[src/verilog/dnc_write_pkg.sv]
package dnc_write_pkg;

  ////////////////////////////////////////
  // Widths
  ////////////////////////////////////////

  // Data path width
  localparam int WORD_BITS = 32;

  // Counters and row indices
  localparam int IDX_BITS = 16;

  // Output group selector
  localparam int SEL_BITS = 3;

  ////////////////////////////////////////
  // Types
  ////////////////////////////////////////

  typedef logic [WORD_BITS-1:0] word_t;
  typedef logic [IDX_BITS-1:0]  idx_t;
  typedef logic [SEL_BITS-1:0]  out_sel_t;

  ////////////////////////////////////////
  // Row groups, in stream order
  ////////////////////////////////////////

  // W rows each for key, erase and vector
  localparam out_sel_t SEL_KEY    = 3'd0;
  localparam out_sel_t SEL_BETA   = 3'd1;
  localparam out_sel_t SEL_ERASE  = 3'd2;
  localparam out_sel_t SEL_VECTOR = 3'd3;
  localparam out_sel_t SEL_GA     = 3'd4;
  // Last row of a run
  localparam out_sel_t SEL_GW     = 3'd5;

endpackage

[src/verilog/dnc_term_if.sv]
`timescale 1ns/10ps

interface dnc_term_if;

  // One weight/hidden pair per valid cycle
  logic                     valid;
  dnc_write_pkg::word_t     weight;
  dnc_write_pkg::word_t     hidden;

  // Row boundaries
  logic                     first;
  logic                     last;

  // Row tag
  dnc_write_pkg::out_sel_t  sel;
  dnc_write_pkg::idx_t      k;

  // Modulus latched at START
  dnc_write_pkg::word_t     modulo;

  modport source (output valid, weight, hidden, first, last, sel, k, modulo);
  modport sink   (input  valid, weight, hidden, first, last, sel, k, modulo);

endinterface

[src/verilog/dnc_write_sequencer.sv]
`timescale 1ns/10ps

module dnc_write_sequencer #(
  parameter int MAX_L = 16
) (
  input  logic                  CLK,
  input  logic                  RST,

  input  logic                  START,
  input  logic                  H_IN_ENABLE,
  input  logic                  U_IN_ENABLE,

  input  dnc_write_pkg::word_t  SIZE_W_IN,
  input  dnc_write_pkg::word_t  SIZE_L_IN,
  input  dnc_write_pkg::word_t  MODULO_IN,
  input  dnc_write_pkg::word_t  H_IN,
  input  dnc_write_pkg::word_t  U_IN,

  dnc_term_if.source            term,
  output logic                  busy
);

  localparam int ADDR_BITS = $clog2(MAX_L);

  ////////////////////////////////////////
  // State
  ////////////////////////////////////////

  typedef enum logic [1:0] {
    IDLE,
    LOAD_HIDDEN,
    STREAM_WEIGHTS
  } state_t;

  state_t state;

  // Sizes and modulus for this run
  dnc_write_pkg::idx_t   size_w;
  dnc_write_pkg::idx_t   size_l;
  dnc_write_pkg::word_t  modulo;

  // l within a row, k within a group
  dnc_write_pkg::idx_t   l_cnt;
  dnc_write_pkg::idx_t   k_cnt;
  dnc_write_pkg::out_sel_t sel;

  // Hidden state buffer
  dnc_write_pkg::word_t  h_mem [MAX_L];

  logic l_end;
  logic k_end;
  logic vec_group;

  ////////////////////////////////////////
  // Row position decode
  ////////////////////////////////////////

  assign l_end = (l_cnt == size_l - 16'd1);
  assign k_end = (k_cnt == size_w - 16'd1);

  // Groups that span W rows
  assign vec_group = (sel == dnc_write_pkg::SEL_KEY) ||
                     (sel == dnc_write_pkg::SEL_ERASE) ||
                     (sel == dnc_write_pkg::SEL_VECTOR);

  assign busy        = (state != IDLE);
  assign term.modulo = modulo;

  // Hidden vector store
  always_ff @(posedge CLK) begin
    if (state == LOAD_HIDDEN && H_IN_ENABLE) begin
      h_mem[l_cnt[ADDR_BITS-1:0]] <= H_IN;
    end
  end

  // Term payload, aligned with term.valid
  always_ff @(posedge CLK) begin
    if (state == STREAM_WEIGHTS && U_IN_ENABLE) begin
      term.weight <= U_IN;
      term.hidden <= h_mem[l_cnt[ADDR_BITS-1:0]];
    end
  end

  ////////////////////////////////////////
  // Control FSM
  ////////////////////////////////////////

  always_ff @(posedge CLK or posedge RST) begin
    if (RST) begin
      state      <= IDLE;
      size_w     <= '0;
      size_l     <= '0;
      modulo     <= '0;
      l_cnt      <= '0;
      k_cnt      <= '0;
      sel        <= dnc_write_pkg::SEL_KEY;
      term.valid <= 1'b0;
      term.first <= 1'b0;
      term.last  <= 1'b0;
      term.sel   <= dnc_write_pkg::SEL_KEY;
      term.k     <= '0;
    end else begin
      // Single-cycle term strobe
      term.valid <= 1'b0;
      case (state)
        IDLE: begin
          // Strobes here are dropped
          if (START) begin
            size_w <= SIZE_W_IN[dnc_write_pkg::IDX_BITS-1:0];
            size_l <= SIZE_L_IN[dnc_write_pkg::IDX_BITS-1:0];
            modulo <= MODULO_IN;
            l_cnt  <= '0;
            k_cnt  <= '0;
            sel    <= dnc_write_pkg::SEL_KEY;
            state  <= LOAD_HIDDEN;
          end
        end
        LOAD_HIDDEN: begin
          if (H_IN_ENABLE) begin
            if (l_end) begin
              l_cnt <= '0;
              state <= STREAM_WEIGHTS;
            end else begin
              l_cnt <= l_cnt + 16'd1;
            end
          end
        end
        STREAM_WEIGHTS: begin
          if (U_IN_ENABLE) begin
            term.valid <= 1'b1;
            term.first <= (l_cnt == '0);
            term.last  <= l_end;
            term.sel   <= sel;
            term.k     <= k_cnt;
            if (!l_end) begin
              l_cnt <= l_cnt + 16'd1;
            end else begin
              l_cnt <= '0;
              // Next row: next k, or next group
              if (vec_group && !k_end) begin
                k_cnt <= k_cnt + 16'd1;
              end else begin
                k_cnt <= '0;
                sel   <= sel + 3'd1;
              end
              // Write gate closes the run
              if (sel == dnc_write_pkg::SEL_GW) begin
                state <= IDLE;
              end
            end
          end
        end
        default: state <= IDLE;
      endcase
    end
  end

endmodule

[src/flat_wrapper.sv]
// flat-port wrapper written by rule: the top's interface ports become plain ports
module dnc_write_sequencer_flat 
#(
  parameter int MAX_L = 16
)
  (CLK, RST, START, H_IN_ENABLE, U_IN_ENABLE, SIZE_W_IN, SIZE_L_IN, MODULO_IN, H_IN, U_IN, busy, term_valid, term_weight, term_hidden, term_first, term_last, term_sel, term_k, term_modulo);
  dnc_term_if term_i ();
  input  logic CLK;
  input  logic RST;
  input  logic START;
  input  logic H_IN_ENABLE;
  input  logic U_IN_ENABLE;
  input  dnc_write_pkg::word_t SIZE_W_IN;
  input  dnc_write_pkg::word_t SIZE_L_IN;
  input  dnc_write_pkg::word_t MODULO_IN;
  input  dnc_write_pkg::word_t H_IN;
  input  dnc_write_pkg::word_t U_IN;
  output logic busy;
  output wire logic [$bits(term_i.valid)-1:0] term_valid;
  output wire logic [$bits(term_i.weight)-1:0] term_weight;
  output wire logic [$bits(term_i.hidden)-1:0] term_hidden;
  output wire logic [$bits(term_i.first)-1:0] term_first;
  output wire logic [$bits(term_i.last)-1:0] term_last;
  output wire logic [$bits(term_i.sel)-1:0] term_sel;
  output wire logic [$bits(term_i.k)-1:0] term_k;
  output wire logic [$bits(term_i.modulo)-1:0] term_modulo;
  assign term_valid = term_i.valid;
  assign term_weight = term_i.weight;
  assign term_hidden = term_i.hidden;
  assign term_first = term_i.first;
  assign term_last = term_i.last;
  assign term_sel = term_i.sel;
  assign term_k = term_i.k;
  assign term_modulo = term_i.modulo;
  dnc_write_sequencer #(.MAX_L(MAX_L)) u_core (.CLK(CLK), .RST(RST), .START(START), .H_IN_ENABLE(H_IN_ENABLE), .U_IN_ENABLE(U_IN_ENABLE), .SIZE_W_IN(SIZE_W_IN), .SIZE_L_IN(SIZE_L_IN), .MODULO_IN(MODULO_IN), .H_IN(H_IN), .U_IN(U_IN), .term(term_i), .busy(busy));
endmodule
[config.mk]
export PLATFORM = sky130hd
export DESIGN_NAME = dnc_write_sequencer_flat
export DESIGN_NICKNAME = d
export VERILOG_FILES = /design/src/verilog/dnc_write_pkg.sv /design/src/verilog/dnc_term_if.sv /design/src/verilog/dnc_write_sequencer.sv /design/src/flat_wrapper.sv
export SDC_FILE = /design/constraint.sdc
export NUM_CORES = 1
export LEC_CHECK = 0
export ABC_AREA = 1
export BUFFER_PORTS_ARGS = -buffer_cell sky130_fd_sc_hd__clkbuf_2
export CAP_MARGIN = 25
export CELL_PAD_IN_SITES_DETAIL_PLACEMENT = 0
export CELL_PAD_IN_SITES_GLOBAL_PLACEMENT = 2
export CORE_ASPECT_RATIO = 2
export CORE_MARGIN = 5
export CORE_UTILIZATION = 36
export DETAILED_ROUTE_END_ITERATION = 10
export PLACE_DENSITY_LB_ADDON = 0.15
export SLEW_MARGIN = 20
export SYNTH_ARGS = -nofsm -noshare
export SYNTH_HDL_FRONTEND = slang
export SYNTH_SLANG_ARGS = --single-unit
export TNS_END_PERCENT = 100
[constraint.sdc]
create_clock -name CLK -period 3.6 [get_ports CLK]
set_clock_uncertainty 0.1 [all_clocks]
set_input_delay 0 -clock CLK [delete_from_list [all_inputs] [get_ports CLK]]
set_output_delay 0 -clock CLK [all_outputs]
set_load 0.01 [all_outputs]
==> run metrics <==
GR Util met1=22.05%; Area Overhead vs Synth=23.81%; maximum capacitance violations=0; main combinational cell family by area after synthesis=simple AND/OR/NAND/NOR gates; grt met3 use=2.841%; cts bufs inserted=68; Clock Pin Slew Worst Setup and Hold Paths=70 ps; Internal=15.47 mW; most frequent cells in the layout=edfxtp_1 (576), nor2_1 (349), nand2_1 (346); Crit Path Class=register to register; full die area=0.08576 sq mm; core area=0.07910 sq mm; row count=146; Async S/R FF share, synth=17.60%; Vias=20040; final WL=83.34 mm; RSZ-0062 raised after global routing=false; met2 usage=35.42%; Fmax=314.8 MHz; Place WS=670.2 ps; share of the synthesized area in the top cell type=60.30%; crit share post-route=88.23%; CP max stage cell=dlygate4sd3_1; Synth Area in Compound Gates=8.890%; Clk network pwr share=30.1%; post-layout minimum cycle time=3176 ps; Logic pwr share=26.5%; worst hold path class=input port to register; ranking of synthesized cells by area=edfxtp_1 (60%), dfrtp_1 (11%), o21ai_0 (5.0%); Final nets=3001; root buffer cell=clkbuf_16; Worst Path Required=4030 ps; CTS tree=yes; First DRT Iteration DRCs=1204; Worst Setup SP=u_core.state[0]$_DFFE_PP0P_; post-route design area=0.03551 sq mm; Worst Path Max Fanout=15; clock buffer depth=3; Post-synth EDFFs=576; share of layout cells above drive strength 1=17.65%; largest net degree at the start of global routing=190; crit-path max cell delay=580 ps; WL/cell=21.31 um; Worst-Margin Slew=1021 ps; Die Height=409.2 um; final hold vios=0; CP Launch Type=register; GRT overflow=0; GRT Total Usage=19.02%; CTS Sinks=699; r2r setup slk=420 ps; global-route wire length before repair=125.2 mm; Core Util, Final=44.90%; sequential fraction of the synthesis area=71.03%; outcome=finished clean; Syn Nets=2562; hpwl dp=47.37 mm; sw frac=33.08%; Max-slew headroom=31.96%; drt drc=0; Seq cells post-synth=699; die span in x=209.6 um; reg-to-reg critical path endpoint=u_core.l_cnt[13]$_DFFE_PP0P_; Crit. End Element=register; Synth cell types=41; post-synthesis xor/xnor area fraction=1.435%; synthesized cell area=0.02868 sq mm; cell depth of the worst min-delay path=3; Hold Path End=u_core.term.modulo[2]$_DFFE_PP0P_; Pleak=13.05 nW; Synth Area in Simple Gates=13.02%; TNS Setup=0 ps; worst path cell trace=inv_1, ha_1, inv_1, o22ai_1, a21oi_1, dlygate4sd3_1, o21ai_1, inv_2, nand2_2, inv_1, o21ai_1, a21oi_1, nand2_1, nand2_1; vias per cell=5.124; Worst Reg2Reg Path Length in Cells=14; setup violators final=0; Antenna Nets Post-Route=0; Final WS setup=423.6 ps; Post-Synth Adder-Cell Area=0.6979%; Initial Util=36.26%; IO Port Bufs=251; HP Start=MODULO_IN[2]; vias in the first global route=20710; sw power=7.646 mW; Reg power frac=43.4%; antenna violations before repair=2; Main synth FF type=edfxtp_1; Skew-Pair Late Insertion Delay=630 ps; critical path arrival=3600 ps; commonest non-fill, non-tap cell in the layout=edfxtp_1; routability-driven placement congestion ratio=0.7760; I/O pin count=284; post-synth top area cell=edfxtp_1; syn avg cell area=12.05 sq um; Overall Power=23.12 mW; most frequent CP cell=inv_1; GR peak layer=met2; DP Area=0.03135 sq mm; peak supply drop=464.4 uV; post-synthesis mux area share=1.924%; Max Transition Viols Final=0; synthesized netlist cell count=2381; H-tree Lvls=3; Power Dens Cells=650.9 mW/mm^2; Crit Reg-Reg Startpoint=u_core.state[0]$_DFFE_PP0P_; synth warn=0; total iterations of the first detailed-routing run=5
[layout make-up]
class / instances / area [sq um]
diodes: 2 / 5.005
clock buffers: 86 / 1810
clock inverters: 37 / 327.8
fillers: 7263 / 43590
inverters: 91 / 352.8
multi-input cells: 1462 / 7597
flip-flops and latches: 699 / 20380
well taps: 1036 / 1296
repair buffers: 498 / 3741
[registers in the layout, indices dropped and copies added (netlist names)]
name / count
u_core.term.last: 1
u_core.k_cnt: 16
u_core.term.weight: 32
u_core.term.valid: 1
u_core.term.k: 16
u_core.sel: 3
u_core.term.first: 1
u_core.h_mem: 512
u_core.term.sel: 3
u_core.size_l: 16
u_core.l_cnt: 16
u_core.size_w: 16
u_core.state: 2
u_core.term.modulo: 32
u_core.term.hidden: 32
[Yosys cell counts, types with 3 or more instances]
| cell type | count |
|---|---|
| edfxtp_1 | 576 |
| nor2_1 | 368 |
| nand2_1 | 347 |
| o21ai_0 | 289 |
| o22ai_1 | 131 |
| dfrtp_1 | 123 |
| clkbuf_1 | 101 |
| inv_1 | 87 |
| nand4_1 | 74 |
| mux2_2 | 49 |
| nand3_1 | 48 |
| xor2_1 | 38 |
| a21oi_1 | 20 |
| ha_1 | 16 |
| o21ai_2 | 14 |
| buf_2 | 12 |
| nor3_1 | 12 |
| buf_1 | 11 |
| nand3b_1 | 10 |
| xnor2_1 | 9 |
| nor2_2 | 7 |
| nand2_2 | 5 |
| o21ai_1 | 4 |
| inv_2 | 3 |
| nor4_1 | 3 |
| o21bai_1 | 3 |
[power groups by stage]
stage	Combinational (mW)	Clock (mW)	Sequential (mW)
4_1_cts	6.25	7.22	10.1
2_1_floorplan	3.84	0	10.2
3_3_place_gp	5.93	0	10.2
6_report	6.13	6.95	10.0
5_1_grt	6.85	7.51	10.1
3_5_place_dp	6.04	0	10.2
[worst max-delay path: cells and delay by family, from the launching register on]
family | cells | cell delay, ps
buffers and inverters | 5 | 1180
and+or+nand+nor | 3 | 380
DFF | 1 | 400
AOI/OAI and AO/OA | 5 | 730
adders and majority gates | 1 | 280
[cells by family after synthesis]
kind of cell / after synthesis
buf+inv: 220
fa+ha+maj: 16
mux: 49
xor+xnor: 47
simple gates: 887
flops: 699
compound gates: 463
[per-layer routing]
layer  wire length [um]  vias to the layer above  part of all wire (%)
li1                   -                     9374                     -
met1              32640                    10040                    39
met2              44790                      487                    54
met3               3379                      140                   4.1
met4               2525                        0                   3.0
met5                  0                        -                     0
[what timing repair did]
item / CTS / global route
setup buffers: 0 / 0
setup endpoints to repair: 0 / 3
hold buffers: 202 / 0
hold endpoints to repair: 739 / 0
resized for setup: 0 / 1
[stage by stage]
| stage | cells | hold WS, ps |
|---|---|---|
| floorplan | 2381 | -1.131 |
| global placement | 3583 | 78.79 |
| detailed placement | 3584 | 78.70 |
| CTS | 3909 | 0.2185 |
| global route | 3911 | 33.55 |
| finish | 3911 | 62.59 |
[worst max-delay path by stage]
stage	endpoint	slack, ps
2_1_floorplan	u_core.h_mem[0][0]$_DFFE_PP_	200
3_3_place_gp	u_core.h_mem[0][18]$_DFFE_PP_	610
3_5_place_dp	u_core.h_mem[4][20]$_DFFE_PP_	670
4_1_cts	u_core.l_cnt[13]$_DFFE_PP0P_	270
5_1_grt	u_core.l_cnt[13]$_DFFE_PP0P_	70
6_report	u_core.l_cnt[13]$_DFFE_PP0P_	420
No activity file was read; power rests on OpenSTA's default activity.
