**config.mk**
```make
export PLATFORM = sky130hd
export DESIGN_NAME = dnc_write_router_flat
export DESIGN_NICKNAME = d
export VERILOG_FILES = /design/src/verilog/dnc_write_pkg.sv /design/src/verilog/dnc_row_if.sv /design/src/verilog/dnc_write_router.sv /design/src/flat_wrapper.sv
export SDC_FILE = /design/constraint.sdc
export NUM_CORES = 1
export LEC_CHECK = 0
export BUFFER_PORTS_ARGS = -buffer_cell sky130_fd_sc_hd__buf_4
export CORE_MARGIN = 2
export CORE_UTILIZATION = 43
export DETAILED_ROUTE_END_ITERATION = 10
export PLACE_DENSITY_LB_ADDON = 0.1
export SYNTH_ARGS = -nofsm -noshare
export SYNTH_HDL_FRONTEND = slang
export SYNTH_SLANG_ARGS = --single-unit
```
**constraint.sdc**
```tcl
create_clock -name CLK -period 8.6 [get_ports CLK]
set_input_delay 0.86 -clock CLK [delete_from_list [all_inputs] [get_ports CLK]]
set_output_delay 0.86 -clock CLK [all_outputs]
set_load 0.02 [all_outputs]
```
**src/verilog/dnc_write_pkg.sv**
```systemverilog
package dnc_write_pkg;

  ////////////////////////////////////////
  // Widths
  ////////////////////////////////////////

  // Data path width
  localparam int WORD_BITS = 32;

  // Counters and row indices
  localparam int IDX_BITS = 16;

  // Output group selector
  localparam int SEL_BITS = 3;

  ////////////////////////////////////////
  // Types
  ////////////////////////////////////////

  typedef logic [WORD_BITS-1:0] word_t;
  typedef logic [IDX_BITS-1:0]  idx_t;
  typedef logic [SEL_BITS-1:0]  out_sel_t;

  ////////////////////////////////////////
  // Row groups, in stream order
  ////////////////////////////////////////

  // W rows each for key, erase and vector
  localparam out_sel_t SEL_KEY    = 3'd0;
  localparam out_sel_t SEL_BETA   = 3'd1;
  localparam out_sel_t SEL_ERASE  = 3'd2;
  localparam out_sel_t SEL_VECTOR = 3'd3;
  localparam out_sel_t SEL_GA     = 3'd4;
  // Last row of a run
  localparam out_sel_t SEL_GW     = 3'd5;

endpackage

```
**src/verilog/dnc_row_if.sv**
```systemverilog
`timescale 1ns/10ps

interface dnc_row_if;

  // One finished row per valid cycle
  logic                     valid;
  dnc_write_pkg::word_t     value;

  // Which output and which element
  dnc_write_pkg::out_sel_t  sel;
  dnc_write_pkg::idx_t      k;

  // Set on the write gate row
  logic                     final_row;

  modport source (output valid, value, sel, k, final_row);
  modport sink   (input  valid, value, sel, k, final_row);

endinterface

```
**src/verilog/dnc_write_router.sv**
```systemverilog
`timescale 1ns/10ps

module dnc_write_router (
  input  logic                  CLK,
  input  logic                  RST,

  dnc_row_if.sink               row,

  output logic                  READY,

  output logic                  K_OUT_ENABLE,
  output logic                  E_OUT_ENABLE,
  output logic                  V_OUT_ENABLE,
  output logic                  BETA_OUT_ENABLE,
  output logic                  GA_OUT_ENABLE,
  output logic                  GW_OUT_ENABLE,

  output dnc_write_pkg::word_t  K_OUT,
  output dnc_write_pkg::word_t  E_OUT,
  output dnc_write_pkg::word_t  V_OUT,
  output dnc_write_pkg::word_t  BETA_OUT,
  output dnc_write_pkg::word_t  GA_OUT,
  output dnc_write_pkg::word_t  GW_OUT,
  output dnc_write_pkg::idx_t   K_OUT_INDEX
);

  ////////////////////////////////////////
  // Output registers
  ////////////////////////////////////////

  always_ff @(posedge CLK or posedge RST) begin
    if (RST) begin
      READY           <= 1'b0;
      K_OUT_ENABLE    <= 1'b0;
      E_OUT_ENABLE    <= 1'b0;
      V_OUT_ENABLE    <= 1'b0;
      BETA_OUT_ENABLE <= 1'b0;
      GA_OUT_ENABLE   <= 1'b0;
      GW_OUT_ENABLE   <= 1'b0;
      K_OUT           <= '0;
      E_OUT           <= '0;
      V_OUT           <= '0;
      BETA_OUT        <= '0;
      GA_OUT          <= '0;
      GW_OUT          <= '0;
      K_OUT_INDEX     <= '0;
    end else begin
      // Enables are one-cycle pulses
      K_OUT_ENABLE    <= 1'b0;
      E_OUT_ENABLE    <= 1'b0;
      V_OUT_ENABLE    <= 1'b0;
      BETA_OUT_ENABLE <= 1'b0;
      GA_OUT_ENABLE   <= 1'b0;
      GW_OUT_ENABLE   <= 1'b0;
      // Done together with the write gate
      READY           <= row.valid && row.final_row;
      if (row.valid) begin
        case (row.sel)
          dnc_write_pkg::SEL_KEY: begin
            K_OUT        <= row.value;
            K_OUT_INDEX  <= row.k;
            K_OUT_ENABLE <= 1'b1;
          end
          dnc_write_pkg::SEL_BETA: begin
            BETA_OUT        <= row.value;
            BETA_OUT_ENABLE <= 1'b1;
          end
          dnc_write_pkg::SEL_ERASE: begin
            E_OUT        <= row.value;
            K_OUT_INDEX  <= row.k;
            E_OUT_ENABLE <= 1'b1;
          end
          dnc_write_pkg::SEL_VECTOR: begin
            V_OUT        <= row.value;
            K_OUT_INDEX  <= row.k;
            V_OUT_ENABLE <= 1'b1;
          end
          dnc_write_pkg::SEL_GA: begin
            GA_OUT        <= row.value;
            GA_OUT_ENABLE <= 1'b1;
          end
          dnc_write_pkg::SEL_GW: begin
            GW_OUT        <= row.value;
            GW_OUT_ENABLE <= 1'b1;
          end
          // Unused codes drop the row
          default: ;
        endcase
      end
    end
  end

endmodule

```
**src/flat_wrapper.sv**
```systemverilog
// flat-port wrapper written by rule: the top's interface ports become plain ports
module dnc_write_router_flat 
  (CLK, RST, READY, K_OUT_ENABLE, E_OUT_ENABLE, V_OUT_ENABLE, BETA_OUT_ENABLE, GA_OUT_ENABLE, GW_OUT_ENABLE, K_OUT, E_OUT, V_OUT, BETA_OUT, GA_OUT, GW_OUT, K_OUT_INDEX, row_valid, row_value, row_sel, row_k, row_final_row);
  dnc_row_if row_i ();
  input  logic CLK;
  input  logic RST;
  output logic READY;
  output logic K_OUT_ENABLE;
  output logic E_OUT_ENABLE;
  output logic V_OUT_ENABLE;
  output logic BETA_OUT_ENABLE;
  output logic GA_OUT_ENABLE;
  output logic GW_OUT_ENABLE;
  output dnc_write_pkg::word_t K_OUT;
  output dnc_write_pkg::word_t E_OUT;
  output dnc_write_pkg::word_t V_OUT;
  output dnc_write_pkg::word_t BETA_OUT;
  output dnc_write_pkg::word_t GA_OUT;
  output dnc_write_pkg::word_t GW_OUT;
  output dnc_write_pkg::idx_t K_OUT_INDEX;
  input wire logic [$bits(row_i.valid)-1:0] row_valid;
  input wire logic [$bits(row_i.value)-1:0] row_value;
  input wire logic [$bits(row_i.sel)-1:0] row_sel;
  input wire logic [$bits(row_i.k)-1:0] row_k;
  input wire logic [$bits(row_i.final_row)-1:0] row_final_row;
  assign row_i.valid = row_valid;
  assign row_i.value = row_value;
  assign row_i.sel = row_sel;
  assign row_i.k = row_k;
  assign row_i.final_row = row_final_row;
  dnc_write_router u_core (.CLK(CLK), .RST(RST), .row(row_i), .READY(READY), .K_OUT_ENABLE(K_OUT_ENABLE), .E_OUT_ENABLE(E_OUT_ENABLE), .V_OUT_ENABLE(V_OUT_ENABLE), .BETA_OUT_ENABLE(BETA_OUT_ENABLE), .GA_OUT_ENABLE(GA_OUT_ENABLE), .GW_OUT_ENABLE(GW_OUT_ENABLE), .K_OUT(K_OUT), .E_OUT(E_OUT), .V_OUT(V_OUT), .BETA_OUT(BETA_OUT), .GA_OUT(GA_OUT), .GW_OUT(GW_OUT), .K_OUT_INDEX(K_OUT_INDEX));
endmodule
```
==> key figures, run 1 <==
GRT
  • First-pass GRT wire length: 30.3 mm
  • Vias in the first global route: 5,250
  • Largest net degree at the start of global routing: 155
  • Gr ovfl total: 0
  • GRT Util Overall: 19.5%
  • Initial antenna violation count: 0

Layout
  • Multi-input logic area: 2460 um^2
  • Most common cell after layout, fill and taps aside: buf_4
  • Layout cells sized above 1: 70.3%
  • Post-Route Utilization: 60.3%
  • Commonest non-fill, non-tap cells in the layout: 272 x buf_4, 215 x dfrtp_1, 208 x mux2_2
  • Antenna Cells: 0
  • Fin area: 10,900 um^2
  • Fillcell total: 1,398
  • Layout Area Growth over Synthesis: 36.7%
  • FF+latch area: 5380 um^2
  • Final nets: 789
  • Final non-filler cell total: 977

Floorplanning
  • Die ar.: 19,700 um^2
  • Io pins: 270
  • Starting Density: 44.1%
  • Cell Rows: 49
  • Die width: 140 um
  • Die H: 140 um
  • Core area: 18,100 um^2

Timing
  • Final Hold Vio Count: 0
  • Skew final: 0 ps
  • Slew Limit Fails: 0
  • Unrepaired setup endpoints after global routing: false
  • Slew of the pin with the lowest slew margin: 1120 ps
  • Final critical-path required period: 2410 ps
  • Final worst path period share: 28.0%
  • Final setup viols: 0
  • Setup TNS Final: 0 ps
  • Hold WS: 504 ps
  • Min setup slack post-route: 6190 ps
  • Max frequency: 416 MHz
  • Slew headroom: 25.0%

Routing
  • Routed vias: 4,837
  • DR WL met2: 9.50 mm
  • Top Layer Used: met4
  • Routed WL per cell: 19.8 um
  • 1st-iter DRT viols: 157
  • DR DRC count: 0
  • Mean number of vias per cell: 4.95
  • ANT nets after route: 0
  • Final wirelength: 19.3 mm
  • Detailed Routing Iterations Pass 1: 4
  • Met1 wire length: 7.97 mm
  • Routed length on met3: 1.66 mm

Critical path
  • Worst-case reg-to-reg path depth: 1
  • CP most frequent cell: buf_4
  • Startpoint Class: input pin
  • Required time worst endpoint: 8970 ps
  • Crit path DAT: 2770 ps
  • Capturing point of the worst reg2reg path: u_core.K_OUT[10]
  • Internal reg-to-reg setup slack: 7790 ps
  • Worst path max stage delay: 830 ps
  • R2R Path Start: u_core.K_OUT[10]
  • Slowest CP cell: nor3b_4
  • Critical-path cell list: buf_4 > nor2b_4 > nor3b_4 > buf_4 > mux2_2
  • Crit-path max FO: 17
  • Critical path class: in2reg
  • Capturing element type of the critical path: flip-flop

Clock network
  • Clk buf depth: 3
  • Skew-Pair Late Insertion Delay: 480 ps
  • Cts repair resizes: 0
  • Reg clk slew, reported paths: 60 ps
  • CTS root buffer: clkbuf_16
  • CTS tree: built
  • Hold-fix buffers, CTS: 0
  • H-tree depth: 1
  • Total CTS buffers: 23
  • Clk sink count: 215
  • Post-CTS Setup Repair Bufs: 0

Place
  • Cell Area, Placed: 10,200 um^2
  • Hpwl dp: 12.9 mm
  • GPL Wtd Cong: 0.738
  • PortBufs: 269
  • Placement Setup Slack: 5620 ps
  • Inst Count DP: 938

Power
  • Pleak: 5.19 nW
  • Power Density: 293 nW/um^2
  • Total power: 3.19 mW
  • Worst vdd ir: 0.159 mV

Synthesis
  • #FFs+latches synth: 215
  • Post-synthesis compound-gate area fraction: 0.141%
  • Syn_nets: 514
  • Post-Synthesis Cells: 459
  • Yosys warning total: 0
  • Seq/Total Area, Yosys: 67.5%
  • Largest family of logic cells by synthesized area: multiplexers
  • Syn avg cell area: 17.4 um^2
  • Post-synth cell types: 14
  • Fraction of synthesized area in multiplexers: 29.4%
  • Synth Area in Adders: 0%
  • Synth Area in XOR/XNOR: 0%
  • Cell Area, Synth: 7980 um^2
  • Simple-Gate Fraction of Synth Area: 1.10%

Hold path
  • Hold_sp: u_core.V_OUT[9]
  • Hold Crit Depth: 1
  • Class of the worst hold path: reg2reg
  • Hold Path End: u_core.V_OUT[9]

Flow run
  • Maxcap violations: 0

Outcome
  • Status: complete, no violations
## per-layer routing
metal	up-vias	global-route usage, %
li1	2166	-
met1	2474	25.3
met2	178	32.7
met3	19	6.09
met4	0	3.88
met5	-	0
## synth_stat cells
| master | count | area [um^2] |
|---|---|---|
| nor2b_2 | 1 | 8.76 |
| buf_4 | 4 | 30.0 |
| inv_1 | 4 | 15.0 |
| nor2b_4 | 1 | 13.8 |
| nor3b_2 | 1 | 12.5 |
| dfrtp_1 | 215 | 5380 |
| a21boi_2 | 1 | 11.3 |
| buf_2 | 15 | 75.1 |
| nand3_1 | 2 | 10.0 |
| buf_6 | 3 | 33.8 |
| and2_1 | 1 | 6.26 |
| nor3b_4 | 1 | 18.8 |
| mux2_2 | 208 | 2340 |
| and3b_1 | 2 | 17.5 |
## power breakdown
part           total [mW]  switching [mW]  internal [mW]  leakage (nW)
Combinational       0.918           0.478          0.440          2.24
Sequential           1.35           0.122           1.23          2.59
Clock               0.928           0.381          0.547         0.361
## registers in the layout (all words and copies together), names as in the netlist
signal	cells
u_core.BETA_OUT	32
u_core.GW_OUT	32
u_core.E_OUT	32
u_core.K_OUT	32
u_core.GW_OUT_ENABLE	1
u_core.K_OUT_ENABLE	1
u_core.GA_OUT_ENABLE	1
u_core.K_OUT_INDEX	16
u_core.V_OUT	32
u_core.E_OUT_ENABLE	1
u_core.GA_OUT	32
u_core.BETA_OUT_ENABLE	1
u_core.READY	1
u_core.V_OUT_ENABLE	1
## cell type report
| class | instances | area share [%] |
|---|---|---|
| Clock buffer | 33 | 6.27 |
| Clock inverter | 6 | 0.275 |
| Inverter | 4 | 0.207 |
| Multi-Input combinational cell | 218 | 22.6 |
| Sequential cell | 215 | 49.3 |
| Tap cell | 229 | 2.63 |
| Timing Repair Buffer | 272 | 18.7 |
## kinds of logic after synthesis
logic type | count (synthesis)
flops | 215
mux | 208
buf+inv | 26
simple gates | 9
compound gates | 1
## worst max-delay path by stage
stage / from / to / cells after the start
after global routing: row_sel[1] / u_core.K_OUT[10] / 5
after CTS: row_sel[1] / u_core.K_OUT[10] / 5
final: row_sel[1] / u_core.K_OUT[10] / 5
after floorplan: RST / u_core.BETA_OUT[0] / 1
after detailed placement: row_sel[1] / u_core.K_OUT[2] / 5
after global placement: row_sel[1] / u_core.K_OUT[10] / 5
## critical path: cells and delay by family
kind	cells	cell delay, ps
buffers and inverters	2	540
multiplexers	1	380
AND/OR/NAND/NOR	2	980
(Power assumes the default switching activity.)
==> inputs of run 2 (changes only) <==
- ABC_AREA: unset -> 1
- clock period: 8.6 -> 2.1 ns (I/O delays scaled with it)
==> key figures, run 2 <==
Floorplanning
  • Die ar.: 20,400 um^2
  • Starting Density: 44.1%
  • Io pins: 270
  • Cell Rows: 50
  • Die H: 143 um
  • Die width: 143 um
  • Core area: 18,800 um^2

Flow run
  • Maxcap violations: 0

Place
  • Hpwl dp: 17.2 mm
  • PortBufs: 269
  • GPL Wtd Cong: 0.791
  • Inst Count DP: 1,401

Synthesis
  • Main synth FF type: dfrtp_1
  • Most instantiated library cell after synthesis: nand2_1
  • Cell Area, Synth: 8270 um^2
  • #FFs+latches synth: 215
  • Syn_nets: 978
  • Top area cells in the synthesized netlist: dfrtp_1 65%, nand2_1 22%, nand3_1 8.7%, buf_2 2.1%, clkbuf_1 0.77%
  • Seq/Total Area, Yosys: 65.0%
  • Yosys warning total: 0
  • Yosys top cell area share: 65.0%
  • Syn avg cell area: 8.96 um^2
  • Synth top cells by count: 492 x nand2_1, 215 x dfrtp_1, 144 x nand3_1, 35 x buf_2, 17 x clkbuf_1
  • Post-Synthesis Cells: 923
  • Post-synth EDFFs: 0
  • Yosys top cell by area: dfrtp_1
  • Ys async rst share: 100%
  • Post-synth cell types: 12

Clock network
  • Cts repair resizes: 0
  • Skew-Pair Late Insertion Delay: 490 ps
  • Total CTS buffers: 22
  • CTS tree: built
  • Clk sink count: 215
  • Reg clk slew, reported paths: 60 ps
  • CTS root buffer: clkbuf_16
  • H-tree depth: 1
  • Clk buf depth: 3

Timing
  • Unrepaired setup endpoints after global routing: false
  • Slew of the pin with the lowest slew margin: 541 ps
  • Hold WS: 12.2 ps
  • Final critical-path required period: 1290 ps
  • Skew final: 0 ps
  • Final worst path period share: 61.2%
  • Slew Limit Fails: 0
  • Max frequency: 778 MHz
  • Final Hold Vio Count: 0
  • Slew headroom: 63.9%
  • Final setup viols: 0

Power
  • Pleak: 6.61 nW
  • Int Pwr: 8.49 mW
  • Total power: 12.5 mW
  • Worst vdd ir: 0.610 mV
  • P_sw: 4.05 mW
  • Sequential share of power: 42.5%
  • Combinational group share of total power: 27.2%
  • Net Sw Frac: 32.3%
  • Power Density: 1060 nW/um^2
  • Clock power share: 30.3%

Critical path
  • Required time worst endpoint: 1890 ps
  • CP top delay family: flip-flops
  • Capturing element type of the critical path: output pin
  • Critical-path cell list: buf_4
  • Crit-path max FO: 2
  • Critical path class: reg2out
  • CP Buf/Inv Count: 1
  • Worst path max stage delay: 410 ps
  • Startpoint Class: flip-flop
  • Slowest CP cell: dfrtp_1
  • Crit path DAT: 1080 ps

GRT
  • Initial antenna violation count: 0
  • Vias in the first global route: 7,215
  • GRT Util Overall: 25.4%
  • First-pass GRT wire length: 40.7 mm
  • Gr ovfl total: 0
  • Largest net degree at the start of global routing: 96

Layout
  • Commonest non-fill, non-tap cells in the layout: 492 x nand2_1, 293 x buf_4, 215 x dfrtp_1
  • Post-Route Utilization: 63.2%
  • Fillcell total: 1,611
  • Antenna Cells: 0
  • Layout Area Growth over Synthesis: 43.3%
  • Final nets: 1,296
  • Layout cells sized above 1: 27.1%
  • Final non-filler cell total: 1,490
  • Most common cell after layout, fill and taps aside: nand2_1

Routing
  • ANT nets after route: 0
  • Routed vias: 7,440
  • 1st-iter DRT viols: 509
  • DR DRC count: 0
  • Final wirelength: 26.0 mm
  • Routed WL per cell: 17.5 um
  • Mean number of vias per cell: 4.99
  • Detailed Routing Iterations Pass 1: 5

Outcome
  • Status: complete, no violations

Hold path
  • Class of the worst hold path: in2reg
==> run 2: layer usage <==
| layer | vias to the layer above | global-route usage [%] | wire length (um) |
|---|---|---|---|
| met1 | 3611 | 36.9 | 11400 |
| met5 | - | 0 | 0 |
| met4 | 0 | 6.04 | 503 |
| met3 | 32 | 5.13 | 2020 |
| met2 | 268 | 39.8 | 12100 |
| li1 | 3529 | - | - |
==> run 2: worst reg2reg max path, delay by kind of cell (launching register included) <==
family | cells | cell delay (ps)
flip-flops | 1 | 410
AND/OR/NAND/NOR | 2 | 130
==> run 2: area by class of cell <==
type / count / area (um^2) / area share, %
clock inverters: 4 / 22.5 / 0.190
inverters: 12 / 48.8 / 0.411
multi-input cells: 642 / 2640 / 22.2
clock buffers: 35 / 681 / 5.74
flip-flops and latches: 215 / 5380 / 45.4
repair buffers: 348 / 2800 / 23.6
well taps: 234 / 293 / 2.47
==> run 2: power by group through the flow <==
stage	logic, mW	clock network, mW	registers, mW
after global placement	3.33	0	5.38
final	3.41	3.79	5.34
after CTS	3.45	3.86	5.33
after global routing	3.69	4.04	5.42
after detailed placement	3.38	0	5.39
after floorplan	0.748	0	6.27
==> run 2: cell families (layout without fill, tap and decap cells) <==
group / after synthesis / count (layout) / share of synthesized area [%]
and+or+nand+nor: 642 / 642 / 31.5
DFF: 215 / 215 / 65.0
buffers and inverters: 66 / 399 / 3.52
==> run 2: worst paths after layout <==
kind	cells past startpoint	slack, ps	startpoint	to
max in group asynchronous	4	1190	RST	u_core.GW_OUT[11]
min in group asynchronous	3	180	RST	u_core.GW_OUT[30]
worst min register to register	2	470	u_core.K_OUT[29]	u_core.K_OUT[29]
worst min-delay path	3	10	row_value[10]	u_core.V_OUT[10]
worst max-delay path	1	810	u_core.E_OUT[9]	E_OUT[9]
worst max register to register	2	1450	u_core.BETA_OUT[8]	u_core.BETA_OUT[8]
==> run 2: what timing repair did <==
action / 4_1_cts / 5_1_grt
endpoints found under the hold margin: 300 / 0
hold buffers: 50 / 0
buffers inserted: 0 / 0
==> run 2: stage by stage <==
step | area, um^2 | setup TNS, ps | setup slack (ps)
finish | 11900 | 0 | 815
global route | 11900 | 0 | 778
CTS | 11900 | 0 | 799
detailed placement | 10700 | 0 | 608
global placement | 10700 | 0 | 622
floorplan | 8280 | -195250 | -908
